`src/include/obi_settings.svh`:
```
// bus and memory sizing for the load/store OBI port
// data path assumes 32-bit words with 4 byte lanes
// OBI_GNT_STALL of 0 grants in the same cycle as req

`ifndef OBI_SETTINGS_SVH
`define OBI_SETTINGS_SVH

// one word of address and data
`define OBI_ADDR_WIDTH 32
`define OBI_DATA_WIDTH 32

// one enable per byte lane
`define OBI_BE_WIDTH 4

// word depth of the subordinate memory, beyond it is an error
`define OBI_MEM_WORDS 256

// cycles gnt stays low after req rises
`define OBI_GNT_STALL 2

`endif

```
`src/logic/lsu_pkg.sv`:
```
// load/store request types seen at the LSU boundary
// misaligned addresses are not detected, unused low bits are ignored

package lsu_pkg;

    // access size of a load or store
    // encoding follows the funct3 low bits of RV32 loads and stores
    typedef enum logic [1:0] {
        BYTE = 2'b00,
        HALF = 2'b01,
        WORD = 2'b10
    } mem_size_e;

    // request direction
    // maps to the bus we bit, store writes
    typedef enum logic {
        LOAD  = 1'b0,
        STORE = 1'b1
    } lsu_op_e;

endpackage

```
`src/logic/obi_if.sv`:
```
// core side and bus side OBI signal bundles
// no atop and no rready on the bus side

`timescale 1ns/1ps

`include "obi_settings.svh"

// aligner to controller, request and response channels
interface obi_core_if;
    // request channel, addr is word aligned
    logic                         valid;
    logic                         ready;
    logic [`OBI_ADDR_WIDTH-1:0]   addr;
    logic                         we;
    logic [`OBI_BE_WIDTH-1:0]     be;
    logic [`OBI_DATA_WIDTH-1:0]   wdata;
    // response channel
    logic                         rvalid;
    logic                         rready;
    logic [`OBI_DATA_WIDTH-1:0]   rdata;
    logic                         err;

    modport lsu (output valid, addr, we, be, wdata, rready,
                 input  ready, rvalid, rdata, err);
    modport ctrl (input  valid, addr, we, be, wdata, rready,
                  output ready, rvalid, rdata, err);
endinterface


```
`src/logic/lsu_align.sv`:
```
// lane aligner between the load/store request and the OBI core channel
// address bits unused by the access size are ignored, no misalign check
// only one request in flight, load info is held from acceptance to response

`timescale 1ns/1ps

`include "obi_settings.svh"

module lsu_align (
    input  logic                         clk,
    input  logic                         rst_n,
    input  logic                         req_valid_i,
    output logic                         req_ready_o,
    input  logic [`OBI_ADDR_WIDTH-1:0]   req_addr_i,
    input  lsu_pkg::lsu_op_e             req_op_i,
    input  lsu_pkg::mem_size_e           req_size_i,
    input  logic                         req_unsigned_i,
    input  logic [`OBI_DATA_WIDTH-1:0]   req_wdata_i,
    input  logic                         resp_ready_i,
    output logic                         resp_valid_o,
    output logic [`OBI_DATA_WIDTH-1:0]   resp_rdata_o,
    output logic                         resp_err_o,
    obi_core_if.lsu                      core
);

    logic [1:0]                   req_off;
    logic                         accept;
    // load info held until the response returns
    lsu_pkg::mem_size_e           size_q;
    logic [1:0]                   off_q;
    logic                         unsigned_q;
    logic [4:0]                   shift;
    logic [`OBI_DATA_WIDTH-1:0]   lane_data;
    logic                         sign_ext;

    assign req_off = req_addr_i[1:0];
    assign accept  = req_valid_i && core.ready;

    // request path, purely combinational
    assign core.valid  = req_valid_i;
    assign req_ready_o = core.ready;
    assign core.addr   = {req_addr_i[`OBI_ADDR_WIDTH-1:2], 2'b00};
    assign core.we     = (req_op_i == lsu_pkg::STORE);

    // byte enables and lane replication of store data
    always_comb begin
        case (req_size_i)
            lsu_pkg::BYTE: begin
                core.be    = 4'b0001 << req_off;
                core.wdata = {4{req_wdata_i[7:0]}};
            end
            lsu_pkg::HALF: begin
                // bit 1 picks the upper or lower half
                core.be    = req_off[1] ? 4'b1100 : 4'b0011;
                core.wdata = {2{req_wdata_i[15:0]}};
            end
            default: begin
                core.be    = 4'b1111;
                core.wdata = req_wdata_i;
            end
        endcase
    end

    // capture size, offset and sign mode on acceptance
    always_ff @(posedge clk or negedge rst_n) begin
        if (!rst_n) begin
            size_q     <= lsu_pkg::WORD;
            off_q      <= 2'b00;
            unsigned_q <= 1'b0;
        end else if (accept) begin
            size_q     <= req_size_i;
            off_q      <= req_off;
            unsigned_q <= req_unsigned_i;
        end
    end

    // response handshake passes straight through
    assign core.rready  = resp_ready_i;
    assign resp_valid_o = core.rvalid;
    assign resp_err_o   = core.err;

    // move the addressed lane down to bit 0
    always_comb begin
        shift = {off_q, 3'b000};
        if (size_q == lsu_pkg::HALF) begin
            shift = {off_q[1], 4'b0000};
        end
    end

    assign lane_data = core.rdata >> shift;
    assign sign_ext  = !unsigned_q;

    // sign or zero extension by size
    always_comb begin
        case (size_q)
            lsu_pkg::BYTE: resp_rdata_o = {{24{sign_ext & lane_data[7]}}, lane_data[7:0]};
            lsu_pkg::HALF: resp_rdata_o = {{16{sign_ext & lane_data[15]}}, lane_data[15:0]};
            default:       resp_rdata_o = core.rdata;
        endcase
    end

endmodule

```
`src/flat_wrapper.sv`:
```
// flat-port wrapper written by rule: the top's interface ports become plain ports
module lsu_align_flat 
  (clk, rst_n, req_valid_i, req_ready_o, req_addr_i, req_op_i, req_size_i, req_unsigned_i, req_wdata_i, resp_ready_i, resp_valid_o, resp_rdata_o, resp_err_o, core_valid, core_addr, core_we, core_be, core_wdata, core_rready, core_ready, core_rvalid, core_rdata, core_err);
  obi_core_if core_i ();
  input  logic clk;
  input  logic rst_n;
  input  logic req_valid_i;
  output logic req_ready_o;
  input  logic [`OBI_ADDR_WIDTH-1:0] req_addr_i;
  input  lsu_pkg::lsu_op_e req_op_i;
  input  lsu_pkg::mem_size_e req_size_i;
  input  logic req_unsigned_i;
  input  logic [`OBI_DATA_WIDTH-1:0] req_wdata_i;
  input  logic resp_ready_i;
  output logic resp_valid_o;
  output logic [`OBI_DATA_WIDTH-1:0] resp_rdata_o;
  output logic resp_err_o;
  output wire logic [$bits(core_i.valid)-1:0] core_valid;
  output wire logic [$bits(core_i.addr)-1:0] core_addr;
  output wire logic [$bits(core_i.we)-1:0] core_we;
  output wire logic [$bits(core_i.be)-1:0] core_be;
  output wire logic [$bits(core_i.wdata)-1:0] core_wdata;
  output wire logic [$bits(core_i.rready)-1:0] core_rready;
  input wire logic [$bits(core_i.ready)-1:0] core_ready;
  input wire logic [$bits(core_i.rvalid)-1:0] core_rvalid;
  input wire logic [$bits(core_i.rdata)-1:0] core_rdata;
  input wire logic [$bits(core_i.err)-1:0] core_err;
  assign core_valid = core_i.valid;
  assign core_addr = core_i.addr;
  assign core_we = core_i.we;
  assign core_be = core_i.be;
  assign core_wdata = core_i.wdata;
  assign core_rready = core_i.rready;
  assign core_i.ready = core_ready;
  assign core_i.rvalid = core_rvalid;
  assign core_i.rdata = core_rdata;
  assign core_i.err = core_err;
  lsu_align u_core (.clk(clk), .rst_n(rst_n), .req_valid_i(req_valid_i), .req_ready_o(req_ready_o), .req_addr_i(req_addr_i), .req_op_i(req_op_i), .req_size_i(req_size_i), .req_unsigned_i(req_unsigned_i), .req_wdata_i(req_wdata_i), .resp_ready_i(resp_ready_i), .resp_valid_o(resp_valid_o), .resp_rdata_o(resp_rdata_o), .resp_err_o(resp_err_o), .core(core_i));
endmodule
```
`config.mk`:
```
export PLATFORM = sky130hd
export DESIGN_NAME = lsu_align_flat
export DESIGN_NICKNAME = d
export VERILOG_FILES = /design/src/logic/lsu_pkg.sv /design/src/logic/obi_if.sv /design/src/logic/lsu_align.sv /design/src/flat_wrapper.sv
export VERILOG_INCLUDE_DIRS = /design/src /design/src/include
export SDC_FILE = /design/constraint.sdc
export NUM_CORES = 1
export LEC_CHECK = 0
export BUFFER_PORTS_ARGS = -buffer_cell sky130_fd_sc_hd__buf_2
export CAP_MARGIN = 20
export CELL_PAD_IN_SITES_DETAIL_PLACEMENT = 2
export CELL_PAD_IN_SITES_GLOBAL_PLACEMENT = 2
export CORE_MARGIN = 8
export CORE_UTILIZATION = 12
export CTS_CLUSTER_DIAMETER = 50
export CTS_CLUSTER_SIZE = 10
export DETAILED_ROUTE_END_ITERATION = 8
export GPL_ROUTABILITY_DRIVEN = 0
export PLACE_DENSITY = 0.75
export SLEW_MARGIN = 25
export SYNTH_ARGS = -nofsm -noshare
export SYNTH_HDL_FRONTEND = slang
export SYNTH_SLANG_ARGS = --single-unit
export TNS_END_PERCENT = 100
```
`constraint.sdc`:
```
create_clock -name clk -period 1.9 [get_ports clk]
set_clock_uncertainty 0.1 [all_clocks]
set_input_delay 0.285 -clock clk [delete_from_list [all_inputs] [get_ports clk]]
set_output_delay 0.285 -clock clk [all_outputs]
set_load 0.03 [all_outputs]
```
Word-level counts from Yosys, hierarchy flattened. Index checks and enable logic that the tools add are counted.

Flip-flop bits (word level): 5. Input port bits: 107. Output and inout port bits: 106. Logic and storage cells: 18.

Equality and inequality tests: 2. Shift operators: 2. Mux-type cells: 5. Bitwise operators: 2. Reduce and logical (&&, ||, !) cells: 4.

Operators by type and width (number): one-hot mux 32 bit (2 select lines) (2); right shift 32 x 5 -> 16 bit (1); 2-to-1 mux 4 bit (2); one-hot mux 4 bit (2 select lines) (1); == test 2 x 1 -> 1 bit (second input constant) (2); logical NOT 2 bit (2); left shift 1 x 2 -> 4 bit (first input constant) (1); AND 1 bit (2); logical AND 1 bit (1); logical NOT 1 bit (1).

Longest topological paths before layout.
Depth in word-level cells: 5. Gate-level depth with buffers: 6. Depth with buffers taken out: 4.

Worst setup path after synthesis. No wires, ideal clock.

Kind: reg-to-output. Start point: register u_core.off_q[1]. End point: output port resp_rdata_o[0]. Data arrival time: 1648 ps. Required time: 1515 ps. Setup slack: -133 ps. Cell stages (with the launch flop): 7. Buffers on the path: 3. Path through: dfrtp_1 -> buf_2 -> buf_2 -> buf_2 -> a21oi_1 -> mux2_2 -> o2bb2ai_1.

Cells in the longest elaborated chain, start to end: 2.

Ends and longest elaborated chain: start: declaration (RTL line lsu_align.sv:30) `logic [1:0] off_q;`; start signal: assignment (RTL line lsu_align.sv:72) `off_q <= req_off;`; right shift 32 x 5 -> 16 bit (RTL line lsu_align.sv:90) `assign lane_data = core.rdata >> shift;`; one-hot mux 32 bit (2 select lines) (RTL line lsu_align.sv:95) `case (size_q)`; end: declaration (RTL line flat_wrapper.sv:16) `` output logic [`OBI_DATA_WIDTH-1:0] resp_rdata_o; ``.

Every way passes these cells.

Worst setup path after layout.
Start point: register u_core.size_q[0]. End point: output port resp_rdata_o[28].

Cells in the longest elaborated chain, start to end: 5.

Ends and longest elaborated chain: start: declaration (RTL line lsu_align.sv:29) `lsu_pkg::mem_size_e size_q;`; start signal: assignment (RTL line lsu_align.sv:67) `size_q <= lsu_pkg::WORD;`; start signal: assignment (RTL line lsu_align.sv:71) `size_q <= req_size_i;`; == test 2 x 1 -> 1 bit (RTL line lsu_align.sv:85, lsu_align.sv:95); 2-to-1 mux 4 bit (RTL line lsu_align.sv:85) `if (size_q == lsu_pkg::HALF) begin`; right shift 32 x 5 -> 16 bit (RTL line lsu_align.sv:90); AND 1 bit (on tied branches) (RTL line lsu_align.sv:97, lsu_align.sv:96); one-hot mux 32 bit (2 select lines) (*) (RTL line lsu_align.sv:95).

Every way passes the cells marked *; elsewhere a longest branch is shown, timed or not.

==> flow_metrics.tcl <==
set metrics [dict create \
    num_vias 2054 \
    setup_slack_ns -0.328 \
    antenna_found_initial 0 \
    diodes 0 \
    maxCapViolCount 0 \
    comb_power_share 0.770 \
    clk_latency_ns 0.23 \
    routed_via_density 3.94 \
    layout-drive-gt1-share 0.713 \
    leakage_uw 0.00147 \
    start_kind "flop" \
    setup_viol 32 \
    seq_area_um2 129 \
    p_int_uw 1120 \
    ir_drop_uv 190 \
    critPathTopFamily "simple AND/OR/NAND/NOR gates" \
    powerDensity_nw_per_um2 752 \
    drt_pass1_iterations 4 \
    io_pins 213 \
    cts_tree "built" \
    critPathArrivalTime_ns 1.84 \
    ys_ff_latch 5 \
    power.switching_uw 1050 \
    clkTransAtPathRegs_ns 0.03 \
    end_kind "output pin" \
    seq_power_share 0.071 \
    yosysUniqueCellTypes 28 \
    status "complete, but fails checks" \
    max_stage_delay_ns 0.46 \
    ys_warn_count 0 \
    fin_crit_ns 2.23 \
    rsz0062_at_grt "yes" \
    grt.total_usage 0.105 \
    drt_wl_total_um 9430 \
    crit_fanout 8 \
    fmax_ghz 0.449 \
    final-max-slew-violation-count 0 \
    drc_errors 0 \
    final_common_cell "buf_2" \
    path_buf_inv 1 \
    synthCells 227 \
    hpwl_um 7560 \
    num_rows 42 \
    crit_slowest_cell "or3_4" \
    tns_ns -8.59 \
    pwr-share-clk 0.159 \
    grt_pass1_vias 2461 \
    multi_input_area_um2 1270 \
    dieArea_um2 17500 \
    ys_seq_area_frac 0.0778 \
    root_buffer "clkbuf_16" \
    grt-ovfl-total 0 \
    routedWlPerCell_um 18.1 \
    first_iter_violations 43 \
    start_util 0.123 \
    required_ns 1.51 \
    cts-buffers-inserted 3 \
    clock_path_buffers 2 \
    grt_max_degree 30 \
    cts_max_level 1 \
    hp-class "in2reg" \
    nets 453 \
    syn2layout_area_growth_pct 77.9 \
    synth_area_um2 1620 \
    cts.sinks 5 \
    crit_type "reg2out" \
    dp_slack_ns -0.146 \
    drtAntennaViolNets 0 \
    final_cell_mix "110 x buf_2, 37 x nand2_1, 36 x buf_6, 26 x mux2_2, 21 x buf_4" \
    violations "setup timing" \
    switching_share 0.483 \
    die_w_um 132 \
    grt_pass1_wl_um 14700 \
    period_share 1.17 \
    coreArea_um2 13200 \
    fillers 1561 \
    finalHoldViolCount 0 \
    floorplan.die.height_um 132 \
    crit_chain "or3_4, o31a_4, nand2_1, buf_6" \
    syn_avg_cell_area_um2 7.15 \
    portBuffers 142 \
]
[synthesized netlist by cell type, drive strengths merged]
cell	number	area share
nor2b	8	0.031
o21bai	2	0.0092
mux2	27	0.19
clkbuf	7	0.016
mux2i	9	0.055
buf	52	0.24
nand2b	2	0.0077
nor3	1	0.010
a221oi	1	0.0092
a211o	8	0.043
a21oi	14	0.043
inv	3	0.0069
conb	1	0.0023
and2	2	0.0077
nor2	9	0.021
nand2	52	0.12
o2bb2ai	7	0.038
o21ai	9	0.028
dfstp	1	0.016
dfrtp	4	0.062
or4	1	0.0046
or3	1	0.0069
o31a	1	0.011
a22o	1	0.0054
a21o	3	0.014
a221o	1	0.0062
[metal layers]
metal	global-route usage	vias to the layer above	wire [um]
li1	-	969	-
met1	0.111	1015	3590
met2	0.206	58	5400
met3	0.0179	12	313
met4	0.0290	0	128
met5	0	-	0
[cell type report]
class	instances	area share
flip-flops and latches	5	0.0446
multi-input cells	162	0.438
well taps	176	0.0762
repair buffers	171	0.410
inverters	3	0.00390
clock buffers	4	0.0273
[kinds of logic after synthesis]
logic type             Yosys count  synth area share
buffers and inverters           62             0.262
multiplexers                    36             0.243
flip-flops                       5            0.0778
other                            1           0.00231
AO/OA/AOI/OAI                   47             0.206
AND/OR/NAND/NOR                 76             0.209
[flip-flops by register name, indices dropped and copies added (netlist names)]
name               cells
u_core.size_q          2
u_core.off_q           2
u_core.unsigned_q      1
[path summary, 6_finish.rpt]
check                                              start                             to  slack, ns  cells past startpoint
hold / removal                            req_unsigned_i  u_core.unsigned_q$_DFFE_PN0P_       0.20                      2
max in group asynchronous                          rst_n   u_core.size_q[1]$_DFFE_PN1P_       1.16                      2
setup reg to reg             u_core.off_q[0]$_DFFE_PN0P_    u_core.off_q[0]$_DFFE_PN0P_       0.92                      1
min in group asynchronous                          rst_n  u_core.unsigned_q$_DFFE_PN0P_       0.33                      2
hold reg to reg            u_core.unsigned_q$_DFFE_PN0P_  u_core.unsigned_q$_DFFE_PN0P_       0.46                      1
setup / recovery            u_core.size_q[0]$_DFFE_PN0P_               resp_rdata_o[28]      -0.33                      4
[stage by stage]
stage	utilization	total power, uW	hold WS, ns	instances	cell area, um2
floorplan	-	1150	-0.111	228	1670
global placement	0.178	1450	0.00113	507	2360
detailed placement	0.178	1490	0.00411	507	2360
CTS	0.210	2130	0.202	518	2790
global route	0.218	2290	0.212	521	2890
finish	0.218	2170	0.199	521	2890
[power groups by stage]
stage	combinational (uW)	sequential [uW]	clock (uW)
after floorplan	1010	136	0
after global placement	1310	146	0
after detailed placement	1340	147	0
after CTS	1630	152	349
after global routing	1780	157	361
final	1670	154	344
[repair_timing]
item / 4_1_cts / 5_1_grt
pin swaps: 12 / 13
hold endpoints to repair: 5 / 0
gates resized for setup: 89 / 23
hold buffers: 1 / 0
setup buffers: 6 / 3
gates cloned: 1 / 0
endpoints found under the setup margin: 32 / 32
No activity file was read; power rests on OpenSTA's default activity.
