**config.mk**
```make
export PLATFORM = sky130hd
export DESIGN_NAME = obi_controller_flat
export DESIGN_NICKNAME = d
export VERILOG_FILES = /design/src/logic/obi_pkg.sv /design/src/logic/obi_if.sv /design/src/logic/obi_controller.sv /design/src/flat_wrapper.sv
export VERILOG_INCLUDE_DIRS = /design/src /design/src/include
export SDC_FILE = /design/constraint.sdc
export NUM_CORES = 1
export LEC_CHECK = 0
export BUFFER_PORTS_ARGS = -buffer_cell sky130_fd_sc_hd__buf_2
export CELL_PAD_IN_SITES_DETAIL_PLACEMENT = 1
export CELL_PAD_IN_SITES_GLOBAL_PLACEMENT = 1
export CORE_ASPECT_RATIO = 1.1
export CORE_MARGIN = 5
export CORE_UTILIZATION = 30
export CTS_CLUSTER_SIZE = 16
export DETAILED_ROUTE_END_ITERATION = 7
export PLACE_DENSITY_LB_ADDON = 0.1
export SLEW_MARGIN = 20
export SYNTH_ARGS = -nofsm -noshare
export SYNTH_HDL_FRONTEND = slang
export SYNTH_SLANG_ARGS = --single-unit
```
**constraint.sdc**
```tcl
create_clock -name clk -period 2.8 [get_ports clk]
set_input_delay 0.56 -clock clk [delete_from_list [all_inputs] [get_ports clk]]
set_output_delay 0.56 -clock clk [all_outputs]
set_load 0.005 [all_outputs]
```
**src/include/obi_settings.svh**
```systemverilog
// bus and memory sizing for the load/store OBI port
// data path assumes 32-bit words with 4 byte lanes
// OBI_GNT_STALL of 0 grants in the same cycle as req

`ifndef OBI_SETTINGS_SVH
`define OBI_SETTINGS_SVH

// one word of address and data
`define OBI_ADDR_WIDTH 32
`define OBI_DATA_WIDTH 32

// one enable per byte lane
`define OBI_BE_WIDTH 4

// word depth of the subordinate memory, beyond it is an error
`define OBI_MEM_WORDS 256

// cycles gnt stays low after req rises
`define OBI_GNT_STALL 2

`endif

```
**src/logic/obi_pkg.sv**
```systemverilog
// bus protocol types for the OBI manager side
// one transaction outstanding, no rready on the bus

package obi_pkg;

    // manager FSM states
    // IDLE        accepts a core request, req follows valid
    // REQUESTING  holds captured fields until gnt
    // WAITING     address phase done, waits for rvalid pulse
    // DUMPING     holds the buffered response until rready
    typedef enum logic [1:0] {
        IDLE       = 2'b00,
        REQUESTING = 2'b01,
        WAITING    = 2'b10,
        DUMPING    = 2'b11
    } obi_state_e;

endpackage

```
**src/logic/obi_if.sv**
```systemverilog
// core side and bus side OBI signal bundles
// no atop and no rready on the bus side

`timescale 1ns/1ps

`include "obi_settings.svh"

// aligner to controller, request and response channels
interface obi_core_if;
    // request channel, addr is word aligned
    logic                         valid;
    logic                         ready;
    logic [`OBI_ADDR_WIDTH-1:0]   addr;
    logic                         we;
    logic [`OBI_BE_WIDTH-1:0]     be;
    logic [`OBI_DATA_WIDTH-1:0]   wdata;
    // response channel
    logic                         rvalid;
    logic                         rready;
    logic [`OBI_DATA_WIDTH-1:0]   rdata;
    logic                         err;

    modport lsu (output valid, addr, we, be, wdata, rready,
                 input  ready, rvalid, rdata, err);
    modport ctrl (input  valid, addr, we, be, wdata, rready,
                  output ready, rvalid, rdata, err);
endinterface

// controller to memory, plain OBI without rready
interface obi_bus_if;
    logic                         req;
    logic                         gnt;
    logic [`OBI_ADDR_WIDTH-1:0]   addr;
    logic                         we;
    logic [`OBI_BE_WIDTH-1:0]     be;
    logic [`OBI_DATA_WIDTH-1:0]   wdata;
    // rvalid is a single cycle pulse
    logic                         rvalid;
    logic [`OBI_DATA_WIDTH-1:0]   rdata;
    logic                         err;

    modport manager (output req, addr, we, be, wdata,
                     input  gnt, rvalid, rdata, err);
    modport subordinate (input  req, addr, we, be, wdata,
                         output gnt, rvalid, rdata, err);
endinterface

```
**src/logic/obi_controller.sv**
```systemverilog
// OBI manager with a single outstanding transaction
// bus rvalid is a one cycle pulse, DUMPING buffers it for a slow consumer
// ready only in IDLE, so no new request while a response is pending

`timescale 1ns/1ps

`include "obi_settings.svh"

module obi_controller (
    input  logic         clk,
    input  logic         rst_n,
    obi_core_if.ctrl     core,
    obi_bus_if.manager   bus
);

    obi_pkg::obi_state_e          state_q;
    obi_pkg::obi_state_e          state_d;

    // captured request fields, replayed while gnt is low
    logic [`OBI_ADDR_WIDTH-1:0]   addr_q;
    logic                         we_q;
    logic [`OBI_BE_WIDTH-1:0]     be_q;
    logic [`OBI_DATA_WIDTH-1:0]   wdata_q;

    // buffered response for DUMPING
    logic [`OBI_DATA_WIDTH-1:0]   rdata_q;
    logic                         err_q;

    logic                         capture_req;
    logic                         capture_resp;

    // fields latched on every accepted request
    assign capture_req  = (state_q == obi_pkg::IDLE) && core.valid;
    // response latched on the rvalid pulse
    assign capture_resp = (state_q == obi_pkg::WAITING) && bus.rvalid;

    always_ff @(posedge clk or negedge rst_n) begin
        if (!rst_n) begin
            state_q <= obi_pkg::IDLE;
        end else begin
            state_q <= state_d;
        end
    end

    always_ff @(posedge clk) begin
        if (capture_req) begin
            addr_q  <= core.addr;
            we_q    <= core.we;
            be_q    <= core.be;
            wdata_q <= core.wdata;
        end
        if (capture_resp) begin
            rdata_q <= bus.rdata;
            err_q   <= bus.err;
        end
    end

    always_comb begin
        state_d     = state_q;
        core.ready  = 1'b0;
        core.rvalid = 1'b0;
        core.rdata  = bus.rdata;
        core.err    = bus.err;
        // captured fields by default, IDLE overrides with live ones
        bus.req     = 1'b0;
        bus.addr    = addr_q;
        bus.we      = we_q;
        bus.be      = be_q;
        bus.wdata   = wdata_q;

        case (state_q)
            obi_pkg::IDLE: begin
                core.ready = 1'b1;
                // req follows valid in the same cycle
                bus.req    = core.valid;
                bus.addr   = core.addr;
                bus.we     = core.we;
                bus.be     = core.be;
                bus.wdata  = core.wdata;
                if (core.valid) begin
                    if (bus.gnt) begin
                        state_d = obi_pkg::WAITING;
                    end else begin
                        state_d = obi_pkg::REQUESTING;
                    end
                end
            end
            obi_pkg::REQUESTING: begin
                // req must stay high with stable fields until gnt
                bus.req = 1'b1;
                if (bus.gnt) begin
                    state_d = obi_pkg::WAITING;
                end
            end
            obi_pkg::WAITING: begin
                // forward the pulse directly
                core.rvalid = bus.rvalid;
                if (bus.rvalid) begin
                    if (core.rready) begin
                        state_d = obi_pkg::IDLE;
                    end else begin
                        state_d = obi_pkg::DUMPING;
                    end
                end
            end
            obi_pkg::DUMPING: begin
                // bus pulse is gone, serve from the buffer
                core.rvalid = 1'b1;
                core.rdata  = rdata_q;
                core.err    = err_q;
                if (core.rready) begin
                    state_d = obi_pkg::IDLE;
                end
            end
            default: begin
                state_d = obi_pkg::IDLE;
            end
        endcase
    end

endmodule

```
**src/flat_wrapper.sv**
```systemverilog
// flat-port wrapper written by rule: the top's interface ports become plain ports
module obi_controller_flat 
  (clk, rst_n, core_valid, core_addr, core_we, core_be, core_wdata, core_rready, core_ready, core_rvalid, core_rdata, core_err, bus_req, bus_addr, bus_we, bus_be, bus_wdata, bus_gnt, bus_rvalid, bus_rdata, bus_err);
  obi_core_if core_i ();
  obi_bus_if bus_i ();
  input  logic clk;
  input  logic rst_n;
  input wire logic [$bits(core_i.valid)-1:0] core_valid;
  input wire logic [$bits(core_i.addr)-1:0] core_addr;
  input wire logic [$bits(core_i.we)-1:0] core_we;
  input wire logic [$bits(core_i.be)-1:0] core_be;
  input wire logic [$bits(core_i.wdata)-1:0] core_wdata;
  input wire logic [$bits(core_i.rready)-1:0] core_rready;
  output wire logic [$bits(core_i.ready)-1:0] core_ready;
  output wire logic [$bits(core_i.rvalid)-1:0] core_rvalid;
  output wire logic [$bits(core_i.rdata)-1:0] core_rdata;
  output wire logic [$bits(core_i.err)-1:0] core_err;
  output wire logic [$bits(bus_i.req)-1:0] bus_req;
  output wire logic [$bits(bus_i.addr)-1:0] bus_addr;
  output wire logic [$bits(bus_i.we)-1:0] bus_we;
  output wire logic [$bits(bus_i.be)-1:0] bus_be;
  output wire logic [$bits(bus_i.wdata)-1:0] bus_wdata;
  input wire logic [$bits(bus_i.gnt)-1:0] bus_gnt;
  input wire logic [$bits(bus_i.rvalid)-1:0] bus_rvalid;
  input wire logic [$bits(bus_i.rdata)-1:0] bus_rdata;
  input wire logic [$bits(bus_i.err)-1:0] bus_err;
  assign core_i.valid = core_valid;
  assign core_i.addr = core_addr;
  assign core_i.we = core_we;
  assign core_i.be = core_be;
  assign core_i.wdata = core_wdata;
  assign core_i.rready = core_rready;
  assign core_ready = core_i.ready;
  assign core_rvalid = core_i.rvalid;
  assign core_rdata = core_i.rdata;
  assign core_err = core_i.err;
  assign bus_req = bus_i.req;
  assign bus_addr = bus_i.addr;
  assign bus_we = bus_i.we;
  assign bus_be = bus_i.be;
  assign bus_wdata = bus_i.wdata;
  assign bus_i.gnt = bus_gnt;
  assign bus_i.rvalid = bus_rvalid;
  assign bus_i.rdata = bus_rdata;
  assign bus_i.err = bus_err;
  obi_controller u_core (.clk(clk), .rst_n(rst_n), .core(core_i), .bus(bus_i));
endmodule
```
After elaboration in Yosys (flattened, before gate mapping):

Index checks and enable logic that the tools add are counted.

* bits in registers: 104
* latch bits: 0
* memory bits (writable): 0
* ROM bits: 0
* bits of input ports: 108
* memories: 0

* add/subtract/negate cells: 0
* multipliers: 0
* div/mod/pow operators: 0
* magnitude comparators: 0
* equal/unequal tests: 7
* shifts and indexed selects: 0
* multiplexer cells: 16
* bitwise operators: 0
* reduce and logical (&&, ||, !) cells: 4

Operators by type and width (number)
* $mux W32: 3
* $mux W2: 6
* $ne A2 B2 Y1 const B: 4
* $pmux W2 S4: 1
* $eq A2 B2 Y1 const B: 2
* $mux W4: 1
* $pmux W1 S2: 2
* $reduce_and A4 Y1: 1
* $mux W1: 3
* $eq A2 B1 Y1 const B: 1
* $logic_and A1 B1 Y1: 2
* $logic_not A2 Y1: 1

Logic depth before layout (Yosys ltp):

Gate-level depths: netlist of run 1.

* word-level depth: 3
* gate-level depth with buffers: 4
* gate-level depth less buffers: 2

Worst setup path before layout of run 1:

OpenSTA, ideal clock, no wires.

* kind: register to register
* start: register u_core.state_q[0]
* end: register u_core.addr_q[0] (enable)
* library setup time: 434 ps
* arrival: 2492 ps
* required time: 2366 ps
* path slack: -126 ps
* cell stages (with the launch flop): 5
* path buffers: 2
* cells stage by stage: dfrtp_1 -> buf_4 -> nor2_8 -> buf_6 -> and2_1

* word-level cells in the longest chain between the ends: 2

RTL lines
* start: declaration: line obi_controller.sv:16 `obi_pkg::obi_state_e state_q;`
* start signal: assignment: line obi_controller.sv:39 `state_q <= obi_pkg::IDLE;`
* start signal: assignment: line obi_controller.sv:41 `state_q <= state_d;`
* $logic_not A2 Y1: line obi_controller.sv:33 `assign capture_req = (state_q == obi_pkg::IDLE) && core.valid;`
* $logic_and A1 B1 Y1: line obi_controller.sv:33
* via u_core.capture_req: line obi_controller.sv:29 `logic capture_req;`
* end signal: assignment: line obi_controller.sv:47 `addr_q <= core.addr;`
* end: declaration: line obi_controller.sv:20 `` logic [`OBI_ADDR_WIDTH-1:0] addr_q; ``

The timed path passes the listed nets, and every way through them passes these cells.
A chain may end at the register's enable or synchronous reset.

Final worst setup path of run 1:

* start: register u_core.state_q[1]
* end: output port bus_wdata[21]

* word-level cells in the longest chain between the ends: 2

RTL lines
* $logic_not A2 Y1: line obi_controller.sv:71 `case (state_q)`
* $mux W32: line obi_controller.sv:71
* end: declaration: line flat_wrapper.sv:22 `output wire logic [$bits(bus_i.wdata)-1:0] bus_wdata;`

No other way between the ends.

==> results of run 1 <==
-- worst max-delay path: stages, from the launching register on --
cell and delay (ns):
dfrtp_1 0.54, nor2_8 0.16, buf_4 0.36, mux2_2 0.39, buf_2 0.13
-- metrics by stage --
stage	util, %	setup WS, ns	instance area [um^2]	hold slack, ns	total power, W
floorplan	-	0.368	4500	0.264	0.00353
global placement	38.6	0.700	5740	0.349	0.00428
detailed placement	38.6	0.657	5740	0.348	0.00431
CTS	40.3	0.271	6000	0.375	0.00546
global route	40.3	0.192	6000	0.385	0.00568
finish	40.3	0.299	6000	0.396	0.00534
-- worst max path at each step --
stage,cells past startpoint,slack [ns],endpoint,startpoint
3_5_place_dp,4,0.66,bus_wdata[21],u_core.state_q[1]$_DFFE_PN0P_
4_1_cts,4,0.27,bus_wdata[21],u_core.state_q[0]$_DFFE_PN0P_
3_3_place_gp,4,0.70,bus_wdata[3],u_core.state_q[0]$_DFFE_PN0P_
5_1_grt,4,0.19,bus_wdata[13],u_core.state_q[1]$_DFFE_PN0P_
6_report,4,0.30,bus_wdata[21],u_core.state_q[1]$_DFFE_PN0P_
2_1_floorplan,2,0.37,u_core.err_q$_DFFE_PP_,bus_rvalid
-- kinds of logic after synthesis --
group,share of synthesized area (%)
AO/OA/AOI/OAI,0.612
buffers and inverters,2.92
flip-flops,69.2
multiplexers,25.8
AND/OR/NAND/NOR,1.47
-- synthesized netlist by cell type --
library cell	count	area share, %
and2_1	1	0.14
buf_4	2	0.33
buf_6	10	2.5
dfrtp_1	2	1.1
edfxtp_1	102	68
inv_1	1	0.083
mux2_1	8	2.0
mux2_2	95	24
nand2_1	2	0.17
nand2_4	1	0.25
nor2_1	4	0.33
nor2_8	1	0.45
nor2b_1	1	0.14
o21a_1	1	0.17
o221a_2	1	0.25
o22a_1	1	0.19
-- layer usage --
layer	vias up	routed length, um	track usage [%]
met1	1419	4570	15.1
met5	-	7	0
met4	2	229	5.99
met2	109	5810	21.8
li1	1339	-	-
met3	17	867	4.24
-- state kept, by name, indices dropped and copies added, names as in the netlist --
register / count
u_core.addr_q: 32
u_core.be_q: 4
u_core.err_q: 1
u_core.rdata_q: 32
u_core.state_q: 2
u_core.wdata_q: 32
u_core.we_q: 1
-- area by class of cell --
type	count	area, um^2
repair buffers	218	1130
well taps	196	245
flip-flops and latches	104	3110
fillers	1619	8880
inverters	1	3.75
multi-input cells	116	1260
clock inverters	2	8.76
diodes	1	2.50
clock buffers	12	236
-- power by group through the flow --
stage / clock network, W / registers [W] / logic (W)
final: 0.00112 / 0.00217 / 0.00205
after global routing: 0.00124 / 0.00220 / 0.00225
after global placement: 0 / 0.00219 / 0.00209
after detailed placement: 0 / 0.00221 / 0.00210
after floorplan: 0 / 0.00213 / 0.00139
after CTS: 0.00117 / 0.00218 / 0.00211
==> impl_metrics.yaml, run 1 <==
run_status:
  status: "completed"
hold_path:
  holdPathEnd: "u_core.addr_q[28]$_DFFE_PP_"
  hold_start: "core_addr[28]"
  hold_class: "in2reg"
  min_path_cells: 1
global_routing:
  grt-ovfl-total: 0
  grt_max_degree: 54
  antenna_found_initial: 2
  grt_pass1_wl_mm: 17.8
  grt_pass1_vias: 3186
  grtUsageTotal_pct: 13.0
timing:
  min_period_ns: 2.50
  timing.slew.headroom_pct: 69.6
  fin_crit_sh_pct: 89.3
  fin_setup_tns_ns: 0
  final.setup_skew_ns: 0.00717
  finalHoldViolCount: 0
  fmaxAchievable_ghz: 0.400
  tightest_slew_ns: 0.456
  setup_viol: 0
  rsz0062_at_grt: "no"
  slew_viol_final: 0
worst_setup_path:
  worstSetupPathType: "reg2out"
  cp.arrival_ns: 1.94
  timing.rr.start: "u_core.state_q[1]$_DFFE_PN0P_"
  rr_endpoint: "u_core.wdata_q[1]$_DFFE_PP_"
  end_kind: "primary output"
  crit_path_max_fanout: 28
  required_ns: 2.24
  r2r_slack_ns: 0.83
  ff2ff_path_depth: 4
  start_kind: "flip-flop"
pwr:
  p_per_area_nw_per_um2: 890
  vdd_drop_max_mv: 0.364
  clkPwrFrac_pct: 21.0
  p_sw_w: 0.00160
  internal_power_w: 0.00374
  seqPwrFrac_pct: 40.6
  combPwrFrac_pct: 38.4
  p_leak_nw: 2.41
  power_switching_share_pct: 30.0
clock_network:
  path_clk_slew_ns: 0.07
  cts_made_buffers: 9
  cts_setup_buffers: 0
  cts-resized-gates: 0
  worstSkewPairLatency_ns: 0.35
  cts.sinks: 104
  cts_hold_buf: 1
  htree_levels: 3
  clk_path_buf_depth: 2
  clockRootBuffer: "clkbuf_16"
  cts_tree: "built"
drt:
  wl_per_cell_um: 17.7
  antenna_left: 0
  avgViaCountPerCell: 4.44
  vias: 2886
  drc: 0
  first_pass_iters: 4
  routed_wl_mm: 11.5
  drtIter0Drc: 119
cells_and_area:
  final_common_cell: "buf_2"
  layout.nets: 558
  drive_gt1_share_pct: 72.2
  post_layout_nonfiller_instances: 650
  most-common-layout-cells: "buf_2 (212), edfxtp_1 (102), mux2_2 (95)"
  syn2layout_area_growth_pct: 33.4
placed_design:
  place.detailed.hpwl_mm: 8.58
  io_buffers: 212
  placed_cells: 634
  gp_congestion: 0.721
synth:
  netlist_instances: 233
  synth_seq_cells: 104
  seq_area_frac_synth_pct: 69.2
  yosysWarnings: 0
  synthDistinctLibCells: 16
  synth.cell_area_um2: 4500
  synth_nets: 341
  syn_avg_cell_area_um2: 19.3
floorplan:
  fp.dieArea_um2: 17500
  die_w_um: 127
  core_region_area_um2: 14900
  rows: 47
  initial_utilization_pct: 30.2
  die_h_um: 138
  io_pins: 213
flow_run:
  max_cap_viol_count: 0
(Power assumes the default switching activity.)
==> inputs of run 2 (changes only) <==
--- a/config.mk
+++ b/config.mk
@@ -6,12 +6,13 @@
 export SDC_FILE = /design/constraint.sdc
 export NUM_CORES = 1
 export LEC_CHECK = 0
+export ABC_AREA = 1
 export BUFFER_PORTS_ARGS = -buffer_cell sky130_fd_sc_hd__buf_2
 export CELL_PAD_IN_SITES_DETAIL_PLACEMENT = 1
 export CELL_PAD_IN_SITES_GLOBAL_PLACEMENT = 1
 export CORE_ASPECT_RATIO = 1.1
 export CORE_MARGIN = 5
-export CORE_UTILIZATION = 30
+export CORE_UTILIZATION = 32
 export CTS_CLUSTER_SIZE = 16
 export DETAILED_ROUTE_END_ITERATION = 7
 export PLACE_DENSITY_LB_ADDON = 0.1
==> run 2 against run 1 <==
- area after synthesis grew 3.6%
- largest power group is now combinational logic
- first-iteration DRC count increased by 18%
- synthesized cell count rose by 72%
==> impl_metrics.yaml, run 2 <==
pwr:
  p_per_area_nw_per_um2: 991
  clkPwrFrac_pct: 24.2
  combPwrFrac_pct: 40.4
  p_leak_nw: 3.05
  fin_total_pwr_w: 0.00623
  internal_power_w: 0.00410
  power_switching_share_pct: 34.2
  vdd_drop_max_mv: 0.345
  seqPwrFrac_pct: 35.3
  p_sw_w: 0.00213
cells_and_area:
  top_regs: "u_core.addr_q x32, u_core.rdata_q x32, u_core.wdata_q x32"
  final_common_cell: "nand2_1"
  post_layout_nonfiller_instances: 810
  drive_gt1_share_pct: 44.0
  most-common-layout-cells: "nand2_1 (223), buf_2 (212), edfxtp_1 (102)"
  syn2layout_area_growth_pct: 34.8
  layout.nets: 721
  antenna_cells: 0
floorplan:
  io_pins: 213
  die_h_um: 137
  initial_utilization_pct: 32.4
  rows: 46
  core_region_area_um2: 14400
  die_w_um: 125
  fp.dieArea_um2: 17100
synth:
  syn_avg_cell_area_um2: 11.6
  synth_most_common_cell: "nand2_1"
  synth_top_area_share_pct: 65.7
  synth_common_cells: "nand2_1 (223), edfxtp_1 (102), mux2_4 (30), buf_2 (14), inv_1 (9)"
  seq_area_frac_synth_pct: 66.8
  synth_area_leader_cell: "edfxtp_1"
  synth_seq_cells: 104
  netlist_instances: 401
  async_reset_ff_share_pct: 1.92
  yosysWarnings: 0
  synth_edf_count: 102
  synth.cell_area_um2: 4660
  synthTopCellsByArea: "edfxtp_1 (66%), nand2_1 (18%), mux2_4 (9.7%), buf_2 (1.5%), dfrtp_1 (1.1%)"
  synth_nets: 509
  synthDistinctLibCells: 17
  synthFlopType: "edfxtp_1"
global_routing:
  grt_max_degree: 46
  antenna_found_initial: 1
  grt_pass1_vias: 3739
  grtUsageTotal_pct: 14.3
  grt-ovfl-total: 0
  grt_pass1_wl_mm: 19.3
worst_setup_path:
  start_kind: "flip-flop"
  cp.arrival_ns: 1.97
  end_kind: "primary output"
  required_ns: 2.24
  worstSetupPathType: "reg2out"
  crit_path_max_fanout: 33
timing:
  rsz0062_at_grt: "no"
  fin_setup_tns_ns: 0
  tightest_slew_ns: 0.595
  slew_viol_final: 0
  fin_crit_sh_pct: 90.4
  setup_viol: 0
  finalHoldViolCount: 0
  min_period_ns: 2.53
  final.setup_skew_ns: 0.00453
  fmaxAchievable_ghz: 0.395
  timing.slew.headroom_pct: 60.3
  setup_ws_ns: 0.270
run_status:
  status: "completed"
drt:
  drc: 0
  first_pass_iters: 4
  wl_per_cell_um: 15.4
  drtIter0Drc: 141
  antenna_left: 0
  routed_wl_mm: 12.5
  avgViaCountPerCell: 4.36
  vias: 3531
placed_design:
  io_buffers: 212
  preCtsSetupSlack_ns: 0.622
  placed_cells: 793
  gp_congestion: 0.732
  place.detailed.hpwl_mm: 9.35
clock_network:
  cts_tree: "built"
  worstSkewPairLatency_ns: 0.34
  clk_path_buf_depth: 2
  cts.sinks: 104
  clockRootBuffer: "clkbuf_16"
  path_clk_slew_ns: 0.07
  cts_made_buffers: 9
  cts-resized-gates: 0
  htree_levels: 3
hold_path:
  hold_class: "in2reg"
flow_run:
  max_cap_viol_count: 0
run 2: cell types whose count changed in the layout (fill, tap and decap cells not counted), sizes merged, moves of 2 or more:
cell and change:
nor2 -2, bufinv +4, nand2 +221, mux2 -70, buf +2, o21ai +2
inv +9, nand3 +4, clkbuf -3
run 2: logic make-up (layout without fill, tap and decap cells):
logic type             count (synthesis)  in the layout  synth area share (%)
AO/OA/AOI/OAI                          3              3                 0.322
buffers and inverters                 29            246                  3.36
flip-flops                           104            104                  66.8
multiplexers                          33             33                  10.4
AND/OR/NAND/NOR                      232            232                  19.1
run 2: power groups by stage:
stage	Combinational (W)	Clock (W)	Sequential [W]
finish	0.00252	0.00151	0.00220
global route	0.00285	0.00163	0.00223
CTS	0.00261	0.00156	0.00220
detailed placement	0.00260	0	0.00223
global placement	0.00254	0	0.00223
floorplan	0.00155	0	0.00217
run 2: critical path, cell delays in order, from the launching register on:
cell     delay (ns)
dfrtp_1        0.61
nand2_4        0.44
mux2_4         0.43
buf_2          0.13
run 2: path summary, 6_finish.rpt:
path	from	to	slack, ns	cells past startpoint
min	bus_rdata[19]	u_core.rdata_q[19]$_DFFE_PP_	0.40	1
min in group asynchronous	rst_n	u_core.state_q[1]$_DFFE_PN0P_	0.53	2
max reg2reg	u_core.state_q[0]$_DFFE_PN0P_	u_core.addr_q[13]$_DFFE_PP_	1.01	4
min reg2reg	u_core.state_q[1]$_DFFE_PN0P_	u_core.state_q[1]$_DFFE_PN0P_	0.73	2
max	u_core.state_q[0]$_DFFE_PN0P_	core_rdata[12]	0.27	3
max in group asynchronous	rst_n	u_core.state_q[0]$_DFFE_PN0P_	2.18	2
run 2: area by class of cell:
class	count	area, um^2
Fill cell	1659	8110
Tap cell	192	240
Multi-Input combinational cell	268	1410
Timing Repair Buffer	220	1120
Clock buffer	9	225
Sequential cell	104	3110
Inverter	10	37.5
Clock inverter	7	134
run 2: what timing repair did:
| item | CTS | global route |
|---|---|---|
| endpoints found under the hold margin | 2 | 0 |
| hold buffers | 1 | 0 |
| setup buffers | 0 | 0 |
run 2: stage by stage:
step           cell area [um^2]  hold WS, ns  util, %
3_5_place_dp               5910        0.349     41.1
2_1_floorplan              4670        0.264        -
3_3_place_gp               5910        0.349     41.1
6_report                   6280        0.399     43.7
5_1_grt                    6280        0.382     43.7
4_1_cts                    6280        0.382     43.7
run 2: layer usage:
| metal | vias up | routed length (um) | part of all wire, % | GRT usage (%) |
|---|---|---|---|---|
| met5 | - | 20 | 0.16 | 0 |
| met1 | 1617 | 5370 | 43 | 17.5 |
| li1 | 1756 | - | - | - |
| met4 | 2 | 242 | 1.9 | 6.08 |
| met2 | 138 | 5850 | 47 | 23.1 |
| met3 | 18 | 1000 | 8.0 | 4.84 |
